**config.mk**
```make
export PLATFORM = sky130hd
export DESIGN_NAME = proc_idb_xcvr
export DESIGN_NICKNAME = d
export VERILOG_FILES = /design/src/hdl/proc_idb_xcvr.sv
export SDC_FILE = /design/constraint.sdc
export NUM_CORES = 1
export LEC_CHECK = 0
export BUFFER_PORTS_ARGS = -buffer_cell sky130_fd_sc_hd__buf_2
export CAP_MARGIN = 25
export CORE_MARGIN = 4
export CORE_UTILIZATION = 23
export DETAILED_ROUTE_END_ITERATION = 10
export GPL_TIMING_DRIVEN = 0
export PLACE_DENSITY = 0.89
export SLEW_MARGIN = 15
export SYNTH_ARGS = -nofsm -noshare
export SYNTH_HDL_FRONTEND = slang
export SYNTH_SLANG_ARGS = --single-unit
```
**constraint.sdc**
```tcl
create_clock -name vclk -period 0.8
set_clock_uncertainty 0.05 [all_clocks]
set_input_delay 0.12 -clock vclk [all_inputs]
set_output_delay 0.12 -clock vclk [all_outputs]
set_load 0.01 [all_outputs]
```
**src/hdl/proc_idb_xcvr.sv**
```systemverilog
/*
  IDB transceiver pair
  Couples the external IDB and the internal bus, one enable and one
  direction pick the driving side, the other side reads as zero
*/
module proc_idb_xcvr #(
  parameter int DATA_W = 16
) (
  input  logic              estof_n,  // Output enable, active low
  input  logic              bedo_n,   // Direction, low drives outward
  input  logic [DATA_W-1:0] idb_in,   // External IDB
  input  logic [DATA_W-1:0] alu_res,  // Internal side source
  output logic [DATA_W-1:0] xcvr_in,  // Toward the internal bus
  output logic [DATA_W-1:0] xcvr_out  // Toward the external IDB
);

  logic drive_in;
  logic drive_out;

  assign drive_in  = ~estof_n &  bedo_n;  // A to B
  assign drive_out = ~estof_n & ~bedo_n;  // B to A

  // Inbound half
  always_comb begin
    if (drive_in) begin
      xcvr_in = idb_in;
    end else begin
      xcvr_in = '0;
    end
  end

  // Outbound half
  always_comb begin
    if (drive_out) begin
      xcvr_out = alu_res;
    end else begin
      xcvr_out = '0;
    end
  end

endmodule

```
After elaboration in Yosys (flattened, before gate mapping)
Cells that the tools add are included.
{"block": "op_classes", "add_sub_neg": 0, "multipliers": 0, "n_div": 0, "n_lt_le_gt_ge": 0, "eq_ne": 0, "shifts": 0, "mux": 2, "n_bitwise": 4, "n_reduce_logical": 0}
{"operator": "16-bit 2-to-1 mux", "count": 2}
{"operator": "1-bit bitwise AND", "count": 2}
{"operator": "1-bit NOT", "count": 2}
{"block": "word_totals", "register_bits": 0, "latch_bits": 0, "mem_bits_rw": 0, "rom_bits": 0, "in_bits": 34, "output_inout_bits": 32, "word_cells": 6, "memories": 0}

Depth between registers and ports, before layout
{"block": "depth", "ltp_word": 3, "depth_mapped": 2, "mapped_depth_nobuf": 1}

Worst setup path after synthesis
No wires, ideal clock.
{"block": "synth_timing", "path_type": "input to output", "start": "input bedo_n", "end": "output xcvr_out[10]", "arrival_ns": 0.592, "t_required_ns": 0.630, "setup_slack_ns": 0.038, "path_stages": 2, "path_buffers": 1, "cell_sequence": "buf_2 -> nor3b_1"}
{"block": "synth_between", "elab_chain_len": 3}
{"item": "start, declared", "line_no": "10", "source": "input logic bedo_n,"}
{"item": "1-bit NOT", "line_no": "21", "source": "assign drive_out = ~estof_n & ~bedo_n;"}
{"item": "1-bit bitwise AND", "line_no": "21"}
{"item": "16-bit 2-to-1 mux", "line_no": "34", "source": "if (drive_out) begin"}
{"item": "end, declared", "line_no": "14", "source": "output logic [DATA_W-1:0] xcvr_out"}
Every way passes these cells.

Worst setup path after layout
{"block": "layout_timing", "start": "input bedo_n", "end": "output xcvr_out[5]"}
The elaborated chain is that of the path after synthesis.

==> impl_metrics.ini <==
[timing]
max_freq_mhz = 1140
min_period_over_period_pct = 110
grt_setup_unrepaired = true
tns_ns = -1.20
finalHoldViolations = 0
maxSlewViolCount = 0
min_period_ns = 0.877
max_slew_margin_pct = 89.8
finalSetupViolCount = 32
timing.final.ws_setup_ns = -0.0771
worst-slew-pin-transition_ns = 0.153

[worst_setup_path]
path_buf_inv = 3
worstPathArrival_ns = 0.71
crit_chain = buf_8 -> buf_6 -> nor3b_4 -> buf_2
required_ns = 0.63
crit_family = buffers and inverters
endpoint_kind = output port
crit_slowest_cell = nor3b_4
criticalPathCategory = in -> out
cp-start-kind = primary input
cp_slowest_stage_delay_ns = 0.19
crit_fanout = 5

[layout]
clkbuf_count = 0
final_cell_area_um2 = 850
postLayoutCoreUtil_pct = 66.1
design.seq.count = 0
layout_common_cells = buf_2 (62), and3b_1 (14), nor3b_2 (13)
drive_above_1_share_pct = 85.3
regArea_um2 = 0
num-fill-cells = 116
final_common_cell = buf_2
areaGrowthSynthToFinish_pct = 173
diodes = 0
layout.nets = 145

[power]
leakagePower_nw = 0.538
ir_drop_mv = 0.268
power-per-cell-area_nw_per_um2 = 445

[yosys]
synth.yosys.seq_area_share_pct = 0
yosysWarnings = 0
synth_area_leaders = and3b_1 (39%), nor3b_1 (39%), buf_6 (11%)
synth_fp_nets = 72
syn_area_um2 = 312
yosys.area.top_type = and3b_1
synth_cell_types = 5
synth_area_per_cell_um2 = 8.20
synth_top_cell_area_share_pct = 39.4
netlist_instances = 38

[detailed_routing]
routedWlPerCell_um = 12.0
via_per_inst = 4.62
dr.pass1.iters = 1
drt_wl_total_mm = 1.49
vias = 573
drcViolationCount = 0
drtIter0Drc = 0
ant_nets = 0

[hold_path]
hold_path_class = in -> out

[floorplan]
die_x_um = 44.8
row_count = 13
start_util_pct = 24.2
die-area_um2 = 2010
pin_count = 66
coreArea_um2 = 1280
die_y_um = 44.8

[flow_run]
cap_violations = 0

[status]
outcome = finished with violations
violations = setup timing

[grt]
antenna_found_initial = 0
grt_pass1_wl_mm = 2.05
overflow = 0
track_usage_pct = 12.8
grt_max_degree = 11
grt_pass1_vias = 493

[placement]
dpl_cell_area_um2 = 661
place.gp.congestion = 0.650
dp_slack_ns = -0.198
dp_hpwl_mm = 1.10
io_buffers = 66

[cts]
postCtsHoldBufs = 0
Yosys cell counts:
master,n
and3b_1,14
and3b_2,2
buf_2,3
buf_6,3
nor3b_1,16
metal layers:
layer | share of wire (%) | track usage [%] | wire, µm | vias up
li1 | - | - | - | 285
met1 | 30 | 13.3 | 453 | 255
met2 | 59 | 27.5 | 873 | 33
met3 | 11 | 0.797 | 160 | 0
met4 | 0 | 1.75 | 0 | 0
met5 | 0 | 0 | 0 | -
worst paths after layout:
| path | endpoint | slack [ns] | startpoint | depth (start not counted) |
|---|---|---|---|---|
| min | xcvr_in[7] | 0.52 | idb_in[7] | 3 |
| max | xcvr_out[5] | -0.08 | bedo_n | 4 |
cell type report:
type | instances | area (µm²) | share of cell area, %
Buffer | 6 | 67.6 | 7.95
Multi-Input combinational cell | 32 | 339 | 39.9
Tap cell | 15 | 18.8 | 2.21
Timing Repair Buffer | 71 | 424 | 49.9
power breakdown:
part	internal, W	leakage, nW	switching, W
combinational	0.000227	0.538	0.000150
clock	0	0	0
sequential	0	0	0
total	0.000227	0.538	0.000150
what timing repair did:
action	in CTS	in global routing
buffers inserted	1	0
gates resized for setup	34	5
pin swaps	8	10
cloned	4	0
setup endpoints to repair	30	32
cells by family (layout without fill, tap and decap cells):
| family | Yosys count | in the layout | synth area share, % |
|---|---|---|---|
| buffers and inverters | 6 | 77 | 15.7 |
| AND/OR/NAND/NOR | 32 | 32 | 84.3 |
tightest hold or removal path: stages:
cell and delay [ns]:
buf_2 0.07, and3b_1 0.14, buf_2 0.12
per-stage QoR:
step	hold WS [ns]	power [W]	cells
final	0.521	0.000378	124
after global routing	0.532	0.000408	124
after CTS	0.523	0.000369	124
after detailed placement	0.522	0.000288	119
after global placement	0.518	0.000280	119
after floorplan	0.335	0.000141	38
Power figures use the tool's default switching activity.
