## src/hdl/proc_pkg.sv

```systemverilog
/*
  Processor sheet shared definitions
  Microcode field positions, data width default and opcode enums
*/
package proc_pkg;

  localparam int data_w_default = 16;  // IDB width

  // Microinstruction field positions, low bit and width
  localparam int laa_lsb     = 0;   // A register address
  localparam int laa_w       = 4;
  localparam int lba_lsb     = 4;   // B register address
  localparam int lba_w       = 4;
  localparam int rf_lsb      = 8;   // Register bank
  localparam int rf_w        = 2;
  localparam int alu_op_lsb  = 10;
  localparam int alu_op_w    = 3;
  localparam int lit_lsb     = 16;  // Literal word
  localparam int lit_w       = 16;
  localparam int cscomm_lsb  = 32;
  localparam int cscomm_w    = 5;
  localparam int csidbs_lsb  = 37;
  localparam int csidbs_w    = 5;
  localparam int csmis_lsb   = 42;  // Misc field, not decoded on this sheet
  localparam int csmis_w     = 2;

  // Microcode command
  typedef enum logic [4:0] {
    COMM_NOP    = 5'd0,
    COMM_WRTRF  = 5'd1,  // Write register file
    COMM_LDACC  = 5'd2,  // Load accumulator
    COMM_SETPIL = 5'd3,  // Load PIL level
    COMM_BRK    = 5'd4   // Conditional break on IDB2
  } cscomm_e;

  // Internal bus source
  typedef enum logic [4:0] {
    IDBS_NONE = 5'd0,
    IDBS_LIT  = 5'd1,  // Literal field
    IDBS_REG  = 5'd5   // Register file read
  } csidbs_e;

  // ALU function, B is the bus and A the accumulator
  typedef enum logic [2:0] {
    ALU_ADD   = 3'd0,
    ALU_SUB   = 3'd1,  // A minus B
    ALU_AND   = 3'd2,
    ALU_OR    = 3'd3,
    ALU_XOR   = 3'd4,
    ALU_PASSB = 3'd5,
    ALU_INC   = 3'd6,  // B plus one
    ALU_NOTB  = 3'd7
  } alu_op_e;

endpackage
```

## src/hdl/proc_cmd_dec.sv

```systemverilog
/*
  Command decoder
  Turns the cscomm and csidbs fields into register file and accumulator
  strobes, holds the PIL level and registers the conditional break
*/
module proc_cmd_dec (
  input  logic        sysclk,
  input  logic        s_twrf_n,
  input  logic [63:0] cs_bits,
  input  logic        idb2,     // Internal bus bit 2, break qualifier
  output logic        erf_n,    // Register file enable
  output logic        wrtrf,    // Register file write command
  output logic        ldacc,    // Accumulator load
  output logic        brk_n,
  output logic [3:0]  pil,
  output logic        lev0
);

  proc_pkg::cscomm_e comm;
  proc_pkg::csidbs_e idbs;
  logic [3:0]        pil_src;  // New level from literal low nibble
  logic              brk_hit;

  // Field extraction
  assign comm = proc_pkg::cscomm_e'(cs_bits[proc_pkg::cscomm_lsb +: proc_pkg::cscomm_w]);
  assign idbs = proc_pkg::csidbs_e'(cs_bits[proc_pkg::csidbs_lsb +: proc_pkg::csidbs_w]);

  // With IDBS_LIT the literal is what sits on the bus
  assign pil_src = cs_bits[proc_pkg::lit_lsb +: 4];

  // Combinational strobes, valid in the cycle of the microword
  always_comb begin
    wrtrf = 1'b0;
    ldacc = 1'b0;
    case (comm)
      proc_pkg::COMM_WRTRF: wrtrf = 1'b1;
      proc_pkg::COMM_LDACC: ldacc = 1'b1;
      default: ;  // No strobe
    endcase
  end

  // Enable for register reads and for writes, PAL fix for IDBS = REG
  assign erf_n = ~((idbs == proc_pkg::IDBS_REG) || wrtrf);

  assign brk_hit = (comm == proc_pkg::COMM_BRK) && idb2;

  // PIL level register
  always_ff @(posedge sysclk or negedge s_twrf_n) begin
    if (!s_twrf_n) begin
      pil <= 4'd0;
    end else if (comm == proc_pkg::COMM_SETPIL) begin
      pil <= pil_src;  // Visible one cycle later
    end
  end

  assign lev0 = (pil == 4'd0);  // Level zero follows the register

  // Break is low for the cycle after a qualified COMM_BRK
  always_ff @(posedge sysclk or negedge s_twrf_n) begin
    if (!s_twrf_n) begin
      brk_n <= 1'b1;
    end else begin
      brk_n <= ~brk_hit;
    end
  end

endmodule

```

## config.mk

```make
export PLATFORM = sky130hd
export DESIGN_NAME = proc_cmd_dec
export DESIGN_NICKNAME = d
export VERILOG_FILES = /design/src/hdl/proc_pkg.sv /design/src/hdl/proc_cmd_dec.sv
export SDC_FILE = /design/constraint.sdc
export NUM_CORES = 1
export LEC_CHECK = 0
export BUFFER_PORTS_ARGS = -buffer_cell sky130_fd_sc_hd__buf_2
export CAP_MARGIN = 5
export CORE_MARGIN = 2
export CORE_UTILIZATION = 19
export CTS_CLUSTER_DIAMETER = 30
export DETAILED_ROUTE_END_ITERATION = 8
export PLACE_DENSITY = 0.81
export SLEW_MARGIN = 20
export SYNTH_ARGS = -nofsm -noshare
export SYNTH_HDL_FRONTEND = slang
export SYNTH_SLANG_ARGS = --single-unit
```

## constraint.sdc

```tcl
create_clock -name sysclk -period 1.1 [get_ports sysclk]
set_input_delay 0.275 -clock sysclk [delete_from_list [all_inputs] [get_ports sysclk]]
set_output_delay 0.275 -clock sysclk [all_outputs]
set_load 0.03 [all_outputs]
```

Yosys cells after proc, flatten, opt, wreduce, memory -nomap -nowiden

Cells that the tools add are included.
W data, S select, Z words.

Equal/unequal tests: 5
Mux-type cells: 2
Bitwise logic cells: 2
Reductions and logical operators: 3

Operator list:

| kind                 | number |
|---|---|
| $eq A5 B2 Y1 const B | 2 |
| $eq A5 B3 Y1 const B | 2 |
| $eq A5 B1 Y1 const B | 1 |
| $logic_not A4 Y1     | 1 |
| $mux W1              | 2 |
| $not A1 Y1           | 2 |
| $logic_and A1 B1 Y1  | 1 |
| $logic_or A1 B1 Y1   | 1 |

Flip-flop bits (word level): 5
Bits of input ports: 67
Output and inout port bits: 9

Logic depth before layout (Yosys ltp)

Word-level depth: 4
Depth in mapped cells: 3
Mapped depth without buffers: 3

Worst setup path after synthesis

OpenSTA, ideal clock, no wires.

Path type: reg-to-output
Start: register pil[1]
End: output lev0
Arrival: 1.519 ns
Slack: -0.694 ns
Data required time: 0.825 ns
Path buffers: 0
Stages on the path, launching flop included: 2
Cells stage by stage: dfrtp_1 -> nor4_1

Word-level cells in the longest chain between the ends: 1

RTL lines:

| element                  | line               | source |
|---|---|---|
| start: declaration       | proc_cmd_dec.sv:15 | `output logic [3:0] pil,` |
| start signal: assignment | proc_cmd_dec.sv:52 | `pil <= pil_src;` |
| $logic_not A4 Y1         | proc_cmd_dec.sv:56 | `assign lev0 = (pil == 4'd0);` |
| end: declaration         | proc_cmd_dec.sv:16 | `output logic lev0` |

No other way between the ends.

Worst setup path after layout

Same ends and word-level chain as after synthesis.

==> flow_metrics.env <==
export IMPL_violations="negative setup slack"
export IMPL_io_buffers=25
export IMPL_synthXorXnorAreaFrac_pct=0
export IMPL_num_io_pins=76
export IMPL_worstMarginPinSlew_ns=0.232
export IMPL_synth_distinct_cells=13
export IMPL_grt_max_degree=6
export IMPL_path_max_fanout=2
export IMPL_crit_path_end_kind="primary output"
export IMPL_grt_pass1_wl_um=1170
export IMPL_layout_commonest_cell="buf_6"
export IMPL_cts_clk_slew_worst_paths_ns=0.05
export IMPL_coreArea_um2=1270
export IMPL_first_global_vias=339
export IMPL_antenna_cells=0
export IMPL_hold_violations=0
export IMPL_crit_required_ns=0.82
export IMPL_yosys_warnings=0
export IMPL_crit_path_start_kind="flip-flop"
export IMPL_vias_per_cell=4.32
export IMPL_netlist_area_um2=250
export IMPL_grt_overflow=0
export IMPL_fp_dieArea_um2=1620
export IMPL_die_width_um=40.3
export IMPL_syn_area_per_cell_um2=12.5
export IMPL_grt_setup_unrepaired="true"
export IMPL_ant_nets=0
export IMPL_p_per_area_nw_per_um2=1330
export IMPL_synth_seq_cells=5
export IMPL_synthCells=20
export IMPL_slew_headroom_pct=84.5
export IMPL_power_leakage_nw=0.313
export IMPL_drc=0
export IMPL_hold_ws_ns=0.196
export IMPL_synth_top_family_by_area="simple AND/OR/NAND/NOR gates"
export IMPL_arrival_ns=1.09
export IMPL_slew_violations=0
export IMPL_finalWorstSetupSlack_ns=-0.266
export IMPL_nets=126
export IMPL_cts_root_buf="clkbuf_4"
export IMPL_drive_gt1_share_pct=89.7
export IMPL_post_drt_wl_per_cell_um=9.95
export IMPL_worstSetupPathType="reg -> out"
export IMPL_synth_seq_area_share_pct=50.5
export IMPL_h_tree_depth=1
export IMPL_utilization_pct=50.5
export IMPL_post_route_min_period_ns=1.37
export IMPL_wirelength_um=726
export IMPL_rows=13
export IMPL_drt_iter0_drc=0
export IMPL_setup_viol=7
export IMPL_clkSinkCount=5
export IMPL_fin_crit_sh_pct=124
export IMPL_dieHeight_um=40.3
export IMPL_ir_worst_vdd_v=0.000651
export IMPL_gp_congestion=0.673
export IMPL_initial_core_util_pct=19.7
export IMPL_cap_violations=0
export IMPL_cts_tree="yes"
export IMPL_area_delta_synth_final_pct=156
export IMPL_hold_path_class="in -> reg"
export IMPL_clk_latency_ns=0.24
export IMPL_yosys_area_share_adder_pct=0
export IMPL_first_pass_iters=1
export IMPL_vias=315
export IMPL_antenna_found_initial=0
export IMPL_fmax_mhz=732
export IMPL_finClkSkew_ns=0
export IMPL_cts_buffers=3
export IMPL_synth_compound_area_share_pct=2.50
export IMPL_synth_fp_nets=87
export IMPL_yosys_area_share_simple_pct=27.5
export IMPL_outcome="finished, violations left"
export IMPL_clockBufferDepth=2
export IMPL_grt_usage_pct=11.6
export IMPL_synth_area_mux_share_pct=18.0
export IMPL_layout_common_cells="buf_6 (14), buf_2 (13), buf_4 (6), mux2_2 (4), clkbuf_4 (3)"
==> logic make-up after synthesis <==
| family | Yosys count |
|---|---|
| simple gates | 9 |
| flops | 5 |
| mux | 4 |
| compound gates | 1 |
| buf+inv | 1 |
==> per-stage QoR <==
stage,cells,area [µm²],TNS (ns),setup WS (ns),total power [mW]
final,73,641,-0.768,-0.266,0.855
after global routing,73,641,-1.03,-0.317,0.915
after CTS,72,602,-0.876,-0.286,0.848
after detailed placement,66,475,-1.25,-0.213,0.545
after global placement,66,475,-1.09,-0.179,0.536
after floorplan,20,287,-0.160,-0.160,0.418
==> timing repair <==
item	4_1_cts	5_1_grt
pin swaps	3	4
endpoints found under the setup margin	9	9
hold buffers	1	0
setup buffers	1	1
hold endpoints to repair	4	0
resized for setup	23	7
==> synth_stat cells <==
cell type  instances  area [µm²]
dfstp_2            1        26.3
dfrtp_1            4         100
and3_2             1        7.51
nand4b_2           1        15.0
inv_1              1        3.75
nor2_2             1        6.26
a31oi_1            1        6.26
nor3b_1            1        7.51
nor4_1             1        6.26
mux2_2             4        45.0
and4bb_2           1        12.5
nand4_1            1        6.26
nor2_1             2        7.51
==> state kept, by name, summed over array words and instances (netlist names) <==
| signal | flops |
|---|---|
| pil | 4 |
| brk_n | 1 |
==> worst paths after layout <==
check / from / end / slack, ns / depth (start not counted)
max in group asynchronous: s_twrf_n / brk_n$_DFF_PN1_ / 0.50 / 2
setup reg to reg: pil[1]$_DFFE_PN0N_ / pil[1]$_DFFE_PN0N_ / 0.18 / 2
hold reg to reg: pil[3]$_DFFE_PN0N_ / pil[3]$_DFFE_PN0N_ / 0.61 / 1
hold / removal: cs_bits[34] / brk_n$_DFF_PN1_ / 0.20 / 2
min in group asynchronous: s_twrf_n / pil[1]$_DFFE_PN0N_ / 0.39 / 2
setup / recovery: pil[1]$_DFFE_PN0N_ / lev0 / -0.27 / 2
==> final cells by class <==
type | count | area, µm²
fillers | 122 | 628
repair buffers | 34 | 278
multi-input cells | 14 | 184
flip-flops and latches | 5 | 129
clock buffers | 3 | 22.5
well taps | 15 | 18.8
clock inverters | 1 | 5.00
inverters | 1 | 3.75
==> metal layers <==
metal | track usage, % | vias to the layer above | routed length, µm
met5 | 0 | - | 0
met4 | 7.50 | 0 | 0
met3 | 7.78 | 0 | 108
met2 | 19.4 | 23 | 384
met1 | 10.1 | 139 | 233
li1 | - | 153 | -
==> power by group <==
part	total [mW]	switching, mW	internal (mW)	leakage, nW
clock	0.204	0.0731	0.131	0.0177
sequential	0.266	0.0426	0.223	0.0573
combinational	0.385	0.170	0.215	0.238
==> critical path, stage by stage, from the launching register on <==
cell	delay, ns
dfrtp_1	0.40
nor4_4	0.29
buf_6	0.16
Power figures use the tool's default switching activity.
