--- src/hdl/proc_pkg.sv ---
/*
  Processor sheet shared definitions
  Microcode field positions, data width default and opcode enums
*/
package proc_pkg;

  localparam int data_w_default = 16;  // IDB width

  // Microinstruction field positions, low bit and width
  localparam int laa_lsb     = 0;   // A register address
  localparam int laa_w       = 4;
  localparam int lba_lsb     = 4;   // B register address
  localparam int lba_w       = 4;
  localparam int rf_lsb      = 8;   // Register bank
  localparam int rf_w        = 2;
  localparam int alu_op_lsb  = 10;
  localparam int alu_op_w    = 3;
  localparam int lit_lsb     = 16;  // Literal word
  localparam int lit_w       = 16;
  localparam int cscomm_lsb  = 32;
  localparam int cscomm_w    = 5;
  localparam int csidbs_lsb  = 37;
  localparam int csidbs_w    = 5;
  localparam int csmis_lsb   = 42;  // Misc field, not decoded on this sheet
  localparam int csmis_w     = 2;

  // Microcode command
  typedef enum logic [4:0] {
    COMM_NOP    = 5'd0,
    COMM_WRTRF  = 5'd1,  // Write register file
    COMM_LDACC  = 5'd2,  // Load accumulator
    COMM_SETPIL = 5'd3,  // Load PIL level
    COMM_BRK    = 5'd4   // Conditional break on IDB2
  } cscomm_e;

  // Internal bus source
  typedef enum logic [4:0] {
    IDBS_NONE = 5'd0,
    IDBS_LIT  = 5'd1,  // Literal field
    IDBS_REG  = 5'd5   // Register file read
  } csidbs_e;

  // ALU function, B is the bus and A the accumulator
  typedef enum logic [2:0] {
    ALU_ADD   = 3'd0,
    ALU_SUB   = 3'd1,  // A minus B
    ALU_AND   = 3'd2,
    ALU_OR    = 3'd3,
    ALU_XOR   = 3'd4,
    ALU_PASSB = 3'd5,
    ALU_INC   = 3'd6,  // B plus one
    ALU_NOTB  = 3'd7
  } alu_op_e;

endpackage
--- src/hdl/proc_alu_slice.sv ---
/*
  ALU slice with accumulator
  Stands in for the gate array, eight functions on the accumulator and
  the internal bus, accumulator load and a zero condition
*/
module proc_alu_slice #(
  parameter int DATA_W = 16
) (
  input  logic              sysclk,
  input  logic              s_twrf_n,
  input  logic [63:0]       cs_bits,
  input  logic              ldacc,    // Load accumulator from the result
  input  logic [DATA_W-1:0] idb,      // Internal bus, B operand
  output logic [DATA_W-1:0] alu_res,
  output logic              acond_n   // Low on zero result
);

  proc_pkg::alu_op_e op;
  logic [DATA_W-1:0] acc;  // A operand

  assign op = proc_pkg::alu_op_e'(cs_bits[proc_pkg::alu_op_lsb +: proc_pkg::alu_op_w]);

  // Function select, all results wrap at DATA_W
  always_comb begin
    case (op)
      proc_pkg::ALU_ADD: begin
        alu_res = acc + idb;
      end
      proc_pkg::ALU_SUB: begin
        alu_res = acc - idb;  // Accumulator minus bus
      end
      proc_pkg::ALU_AND: begin
        alu_res = acc & idb;
      end
      proc_pkg::ALU_OR: begin
        alu_res = acc | idb;
      end
      proc_pkg::ALU_XOR: begin
        alu_res = acc ^ idb;
      end
      proc_pkg::ALU_PASSB: begin
        alu_res = idb;
      end
      proc_pkg::ALU_INC: begin
        alu_res = idb + 1'b1;  // Increment of the bus, not the accumulator
      end
      proc_pkg::ALU_NOTB: begin
        alu_res = ~idb;
      end
      default: begin
        alu_res = idb;
      end
    endcase
  end

  // Accumulator
  always_ff @(posedge sysclk or negedge s_twrf_n) begin
    if (!s_twrf_n) begin
      acc <= '0;
    end else if (ldacc) begin
      acc <= alu_res;  // Seen by the next microword
    end
  end

  // Zero condition straight from the result
  assign acond_n = |alu_res;

endmodule

--- config.mk ---
export PLATFORM = sky130hd
export DESIGN_NAME = proc_alu_slice
export DESIGN_NICKNAME = d
export VERILOG_FILES = /design/src/hdl/proc_pkg.sv /design/src/hdl/proc_alu_slice.sv
export SDC_FILE = /design/constraint.sdc
export NUM_CORES = 1
export LEC_CHECK = 0
export BUFFER_PORTS_ARGS = -buffer_cell sky130_fd_sc_hd__buf_2
export CAP_MARGIN = 20
export CELL_PAD_IN_SITES_DETAIL_PLACEMENT = 0
export CELL_PAD_IN_SITES_GLOBAL_PLACEMENT = 1
export CORE_MARGIN = 5
export CORE_UTILIZATION = 39
export DETAILED_ROUTE_END_ITERATION = 7
export PLACE_DENSITY = 0.93
export RECOVER_POWER = 50
export SLEW_MARGIN = 20
export SYNTH_ARGS = -nofsm -noshare
export SYNTH_HDL_FRONTEND = slang
export SYNTH_SLANG_ARGS = --single-unit
--- constraint.sdc ---
create_clock -name sysclk -period 4.9 [get_ports sysclk]
set_input_delay 0.245 -clock sysclk [delete_from_list [all_inputs] [get_ports sysclk]]
set_output_delay 0.245 -clock sysclk [all_outputs]
set_load 0.005 [all_outputs]
Word level (Yosys, flattened, before mapping)
Index checks and enable logic that the tools add are counted.
Storage, ports and cells
  input bits: 83
  flip-flop bits (word level): 16
Cells by class
  add/subtract/negate cells: 3
  muxes and demuxes: 1
  reductions and logical operators: 2
  eq/ne operators: 7
  bitwise logic cells: 4
Operators with widths (number)
  case mux 16 bit (8 select lines): 1
  adder 16 x 1 -> 16 bit (second input constant): 1
  adder 16 bit: 1
  AND 16 bit: 1
  NOT 16 bit: 1
  OR 16 bit: 1
  OR reduction 16 bit: 1
  subtractor 16 bit: 1
  XOR 16 bit: 1
  == test 3 bit (second input constant): 4
  == test 3 x 2 -> 1 bit (second input constant): 2
  == test 3 x 1 -> 1 bit (second input constant): 1
  zero test 3 bit: 1

Longest topological paths before layout
  depth in word-level cells: 3
  depth in mapped cells: 15

Least setup slack after synthesis
Ideal clock, no wire load.
  path kind: input to output
  start point: input cs_bits[12]
  end point: output acond_n
  required time: 4.655 ns
  stages: 15
  path buffers: 5
  path slack: 0.609 ns
  data arrival time: 4.046 ns
  cell sequence: buf_2 -> clkbuf_1 -> buf_2 -> clkbuf_1 -> clkbuf_1 -> a31oi_1 -> ha_1 -> o21a_1 -> a2111o_1 -> a311o_1 -> a41oi_2 -> a21oi_1 -> xnor2_1 -> a211o_1 -> or4_1
Between the ends
  longest elaborated chain between the ends: 3
  elaborated cells on any way between the ends: 10
  classes of those cells: eq/ne: 7; mux: 1; reduce/logical: 2
Ends and longest elaborated chain
  start: declaration: line proc_alu_slice.sv:11  | input logic [63:0] cs_bits,
  == test 3 bit (tied with other cells): line proc_alu_slice.sv:25  | case (op)
  case mux 16 bit (8 select lines) (*): line proc_alu_slice.sv:25
  net alu_res[15]: line proc_alu_slice.sv:14  | output logic [DATA_W-1:0] alu_res,
  OR reduction 16 bit (*): line proc_alu_slice.sv:66  | assign acond_n = |alu_res;
  end: declaration: line proc_alu_slice.sv:15  | output logic acond_n
The timed path passes the listed nets; every way through them passes the cells marked *.

Worst setup path after layout
  start point: register acc[0]
  end point: output acond_n
Between the ends
  longest elaborated chain between the ends: 3
  elaborated cells on any way between the ends: 7
  classes of those cells: add/sub: 2; mux: 1; bitwise: 3; reduce/logical: 1
Ends and longest elaborated chain
  start: declaration: line proc_alu_slice.sv:19  | logic [DATA_W-1:0] acc;
  start signal: assignment: line proc_alu_slice.sv:61  | acc <= alu_res;
  subtractor 16 bit (tied with other cells): line proc_alu_slice.sv:30  | alu_res = acc - idb;
  case mux 16 bit (8 select lines) (*): line proc_alu_slice.sv:25
  OR reduction 16 bit (*): line proc_alu_slice.sv:66
Mark *: on every way between the ends. The rest lies on a longest branch, timed or not.

==> reports/metrics.yaml <==
avgViaCountPerCell: 5.98
rsz0062_at_grt: "false"
r2r_end: "acc[15]"
drt_iter0_markers: 190
synth_area_leader_cell: "ha_1"
clock.fmax_mhz: 213
antenna_cells: 0
place_ws_ns: 0.425
die_width_um: 106
clock_skew_ns: 0.00295
cts_tree: "built"
rows: 35
min-delay-start: "ldacc"
synth_area_leaders: "ha_1, dfrtp_1, inv_1"
rrSetupSlack_ns: 1.36
seq_area_frac_synth_pct: 11.1
p_int_mw: 0.593
final_nets: 650
cts_buffers: 3
syn_area_per_cell_um2: 7.59
setup_viol: 0
synth_edf_count: 0
drv_slew: 0
overflow: 0
largestRegisters: "acc (16)"
synth_nets: 622
area_growth_pct: 9.13
clkTransAtPathRegs_ns: 0.09
synth_area_mm2: 0.00360
antenna_found_initial: 0
r2r-start: "acc[1]"
grt_pass1_vias: 3550
vias: 3662
maxCapViolCount: 0
synthArstFlopShare_pct: 100
ys_ff_latch: 16
ys_warn_count: 0
worstHoldPathType: "input pin to flip-flop"
dp_hpwl_um: 8370
period_share_pct: 95.9
period_minus_slack_ns: 4.70
gp_congestion: 0.946
yosysUniqueCellTypes: 66
swShare_pct: 50.4
ant_nets: 0
synth_ff_type: "dfrtp_1"
total_leakage_power_nw: 1.85
peakVddDrop_mv: 0.130
status: "finished, final reports clean"
synth_top_area_share_pct: 21.5
cts_sinks: 16
largest-register: "acc"
worst-path-max-fanout: 4
cp.required_ns: 4.66
grt_max_degree: 45
worst_pin_slew_ns: 1.14
clk_latency_ns: 0.27
reg2regPathDepth: 11
root_buffer: "clkbuf_8"
ioPinCount: 100
whs_endpoint: "acc[2]"
p_per_area_mw_per_mm2: 304
drtPass1Iterations: 4
layout-drive-gt1-share_pct: 12.2
cts_resized: 0
cp-end-kind: "output pin"
grt_pass1_wl_um: 17800
die-area_mm2: 0.0113
synthTopCellsByCount: "ha_1, inv_1, nand2_1, nor2_1, o21ai_0"
pwr-share-clk_pct: 10.0
largest_reg_flops: 16
start_kind: "flip-flop"
synth_most_common_cell: "ha_1"
synth_cells: 475
worstSetupPathType: "flip-flop to output pin"
whs_path_depth: 3
pwr-share-seq_pct: 16.7
clk_path_buf_depth: 2
coreArea_mm2: 0.00911
numPortBuffers: 38
arrival_ns: 4.45
drt-total-wl_um: 11000
drc: 0
combPwrFrac_pct: 73.3
start_util_pct: 39.6
die_h_um: 106
finalWorstSetupSlack_ns: 0.201
htreeDepth: 1
wl_per_cell_um: 18.0
slew_headroom_pct: 23.9
power_switching_mw: 0.603
setup_tns_ns: 0
grt.total_usage_pct: 19.3
hold_viol: 0
==> kinds of logic (layout without fill, tap and decap cells) <==
logic type / after synthesis / count (layout) / share of synthesized area [%]
fa+ha+maj: 64 / 64 / 22.6
mux: 13 / 13 / 3.75
buf+inv: 71 / 97 / 7.71
compound gates: 150 / 150 / 29.5
simple gates: 126 / 126 / 16.8
flops: 16 / 16 / 11.1
xor+xnor: 35 / 35 / 8.51
==> timing repair <==
action,CTS,global route
endpoints found under the hold margin,16,0
hold buffers,1,0
setup buffers,0,0
==> final cells by class <==
class                      count  area, um^2
fill                         961        5180
tap                          111         139
multi-input combinational    388        2930
timing repair buffer          46         246
sequential                    16         400
inverter                      48         180
clock buffer                   3        41.3
==> per-layer routing <==
layer | vias up | wire length [um] | GRT usage (%)
li1 | 1781 | - | -
met1 | 1750 | 5140 | 25.5
met2 | 106 | 5000 | 31.8
met3 | 25 | 518 | 2.67
met4 | 0 | 359 | 7.59
met5 | - | 0 | 0
==> critical path, cell delays in order (launching register included) <==
cell and delay (ns):
dfrtp_1 0.39, inv_1 0.12, nand2_1 0.08, ha_1 0.25, fa_1 0.45, a21oi_1 0.30
o21bai_1 0.12, xor2_1 0.17, a221oi_1 0.53, or4b_1 0.56, nor4_1 0.46, nand4_1 0.20
or4_1 0.42, buf_2 0.14
==> cells in the final DEF, fill, tap and decap left out, drive strengths merged, types with 4 or more instances in the layout <==
master	synthesis	routed
or2	4	4
a221oi	9	9
inv	48	48
dfrtp	16	16
mux2	4	4
o21a	6	6
nand2	34	34
mux2i	9	9
nor2	34	34
nor2b	7	7
clkbuf	15	7
buf	8	41
nand2b	6	6
o211ai	6	6
o21ai	31	31
and3	4	4
xor2	18	18
ha	62	62
a21oi	25	25
o22ai	5	5
nor3	16	16
nor4	5	5
xnor2	17	17
a21o	4	4
a31oi	17	17
nand3	6	6
a211o	7	7
==> power groups by stage <==
stage | registers (mW) | clock network [mW] | logic, mW
after floorplan | 0.192 | 0 | 0.650
after global placement | 0.198 | 0 | 0.839
after detailed placement | 0.202 | 0 | 0.863
after CTS | 0.199 | 0.123 | 0.870
after global routing | 0.204 | 0.125 | 0.971
final | 0.199 | 0.119 | 0.877
==> stage by stage <==
stage / area [um^2] / cells / hold slack (ns) / power, mW / utilization (%)
finish: 3930 / 612 / 0.477 / 1.20 / 43.2
detailed placement: 3890 / 608 / 0.229 / 1.07 / 42.7
CTS: 3940 / 612 / 0.472 / 1.19 / 43.2
floorplan: 3600 / 475 / -0.0506 / 0.843 / -
global route: 3930 / 612 / 0.535 / 1.30 / 43.2
global placement: 3890 / 608 / 0.222 / 1.04 / 42.7
==> worst max-delay path by stage <==
stage	cells after the start	startpoint	to	slack, ns
CTS	13	acc[0]	acond_n	0.25
finish	13	acc[0]	acond_n	0.20
floorplan	15	cs_bits[12]	acond_n	0.61
global placement	15	cs_bits[10]	acond_n	0.50
global route	13	acc[0]	acond_n	0.03
detailed placement	15	cs_bits[10]	acond_n	0.42
No activity file was read; power rests on OpenSTA's default activity.
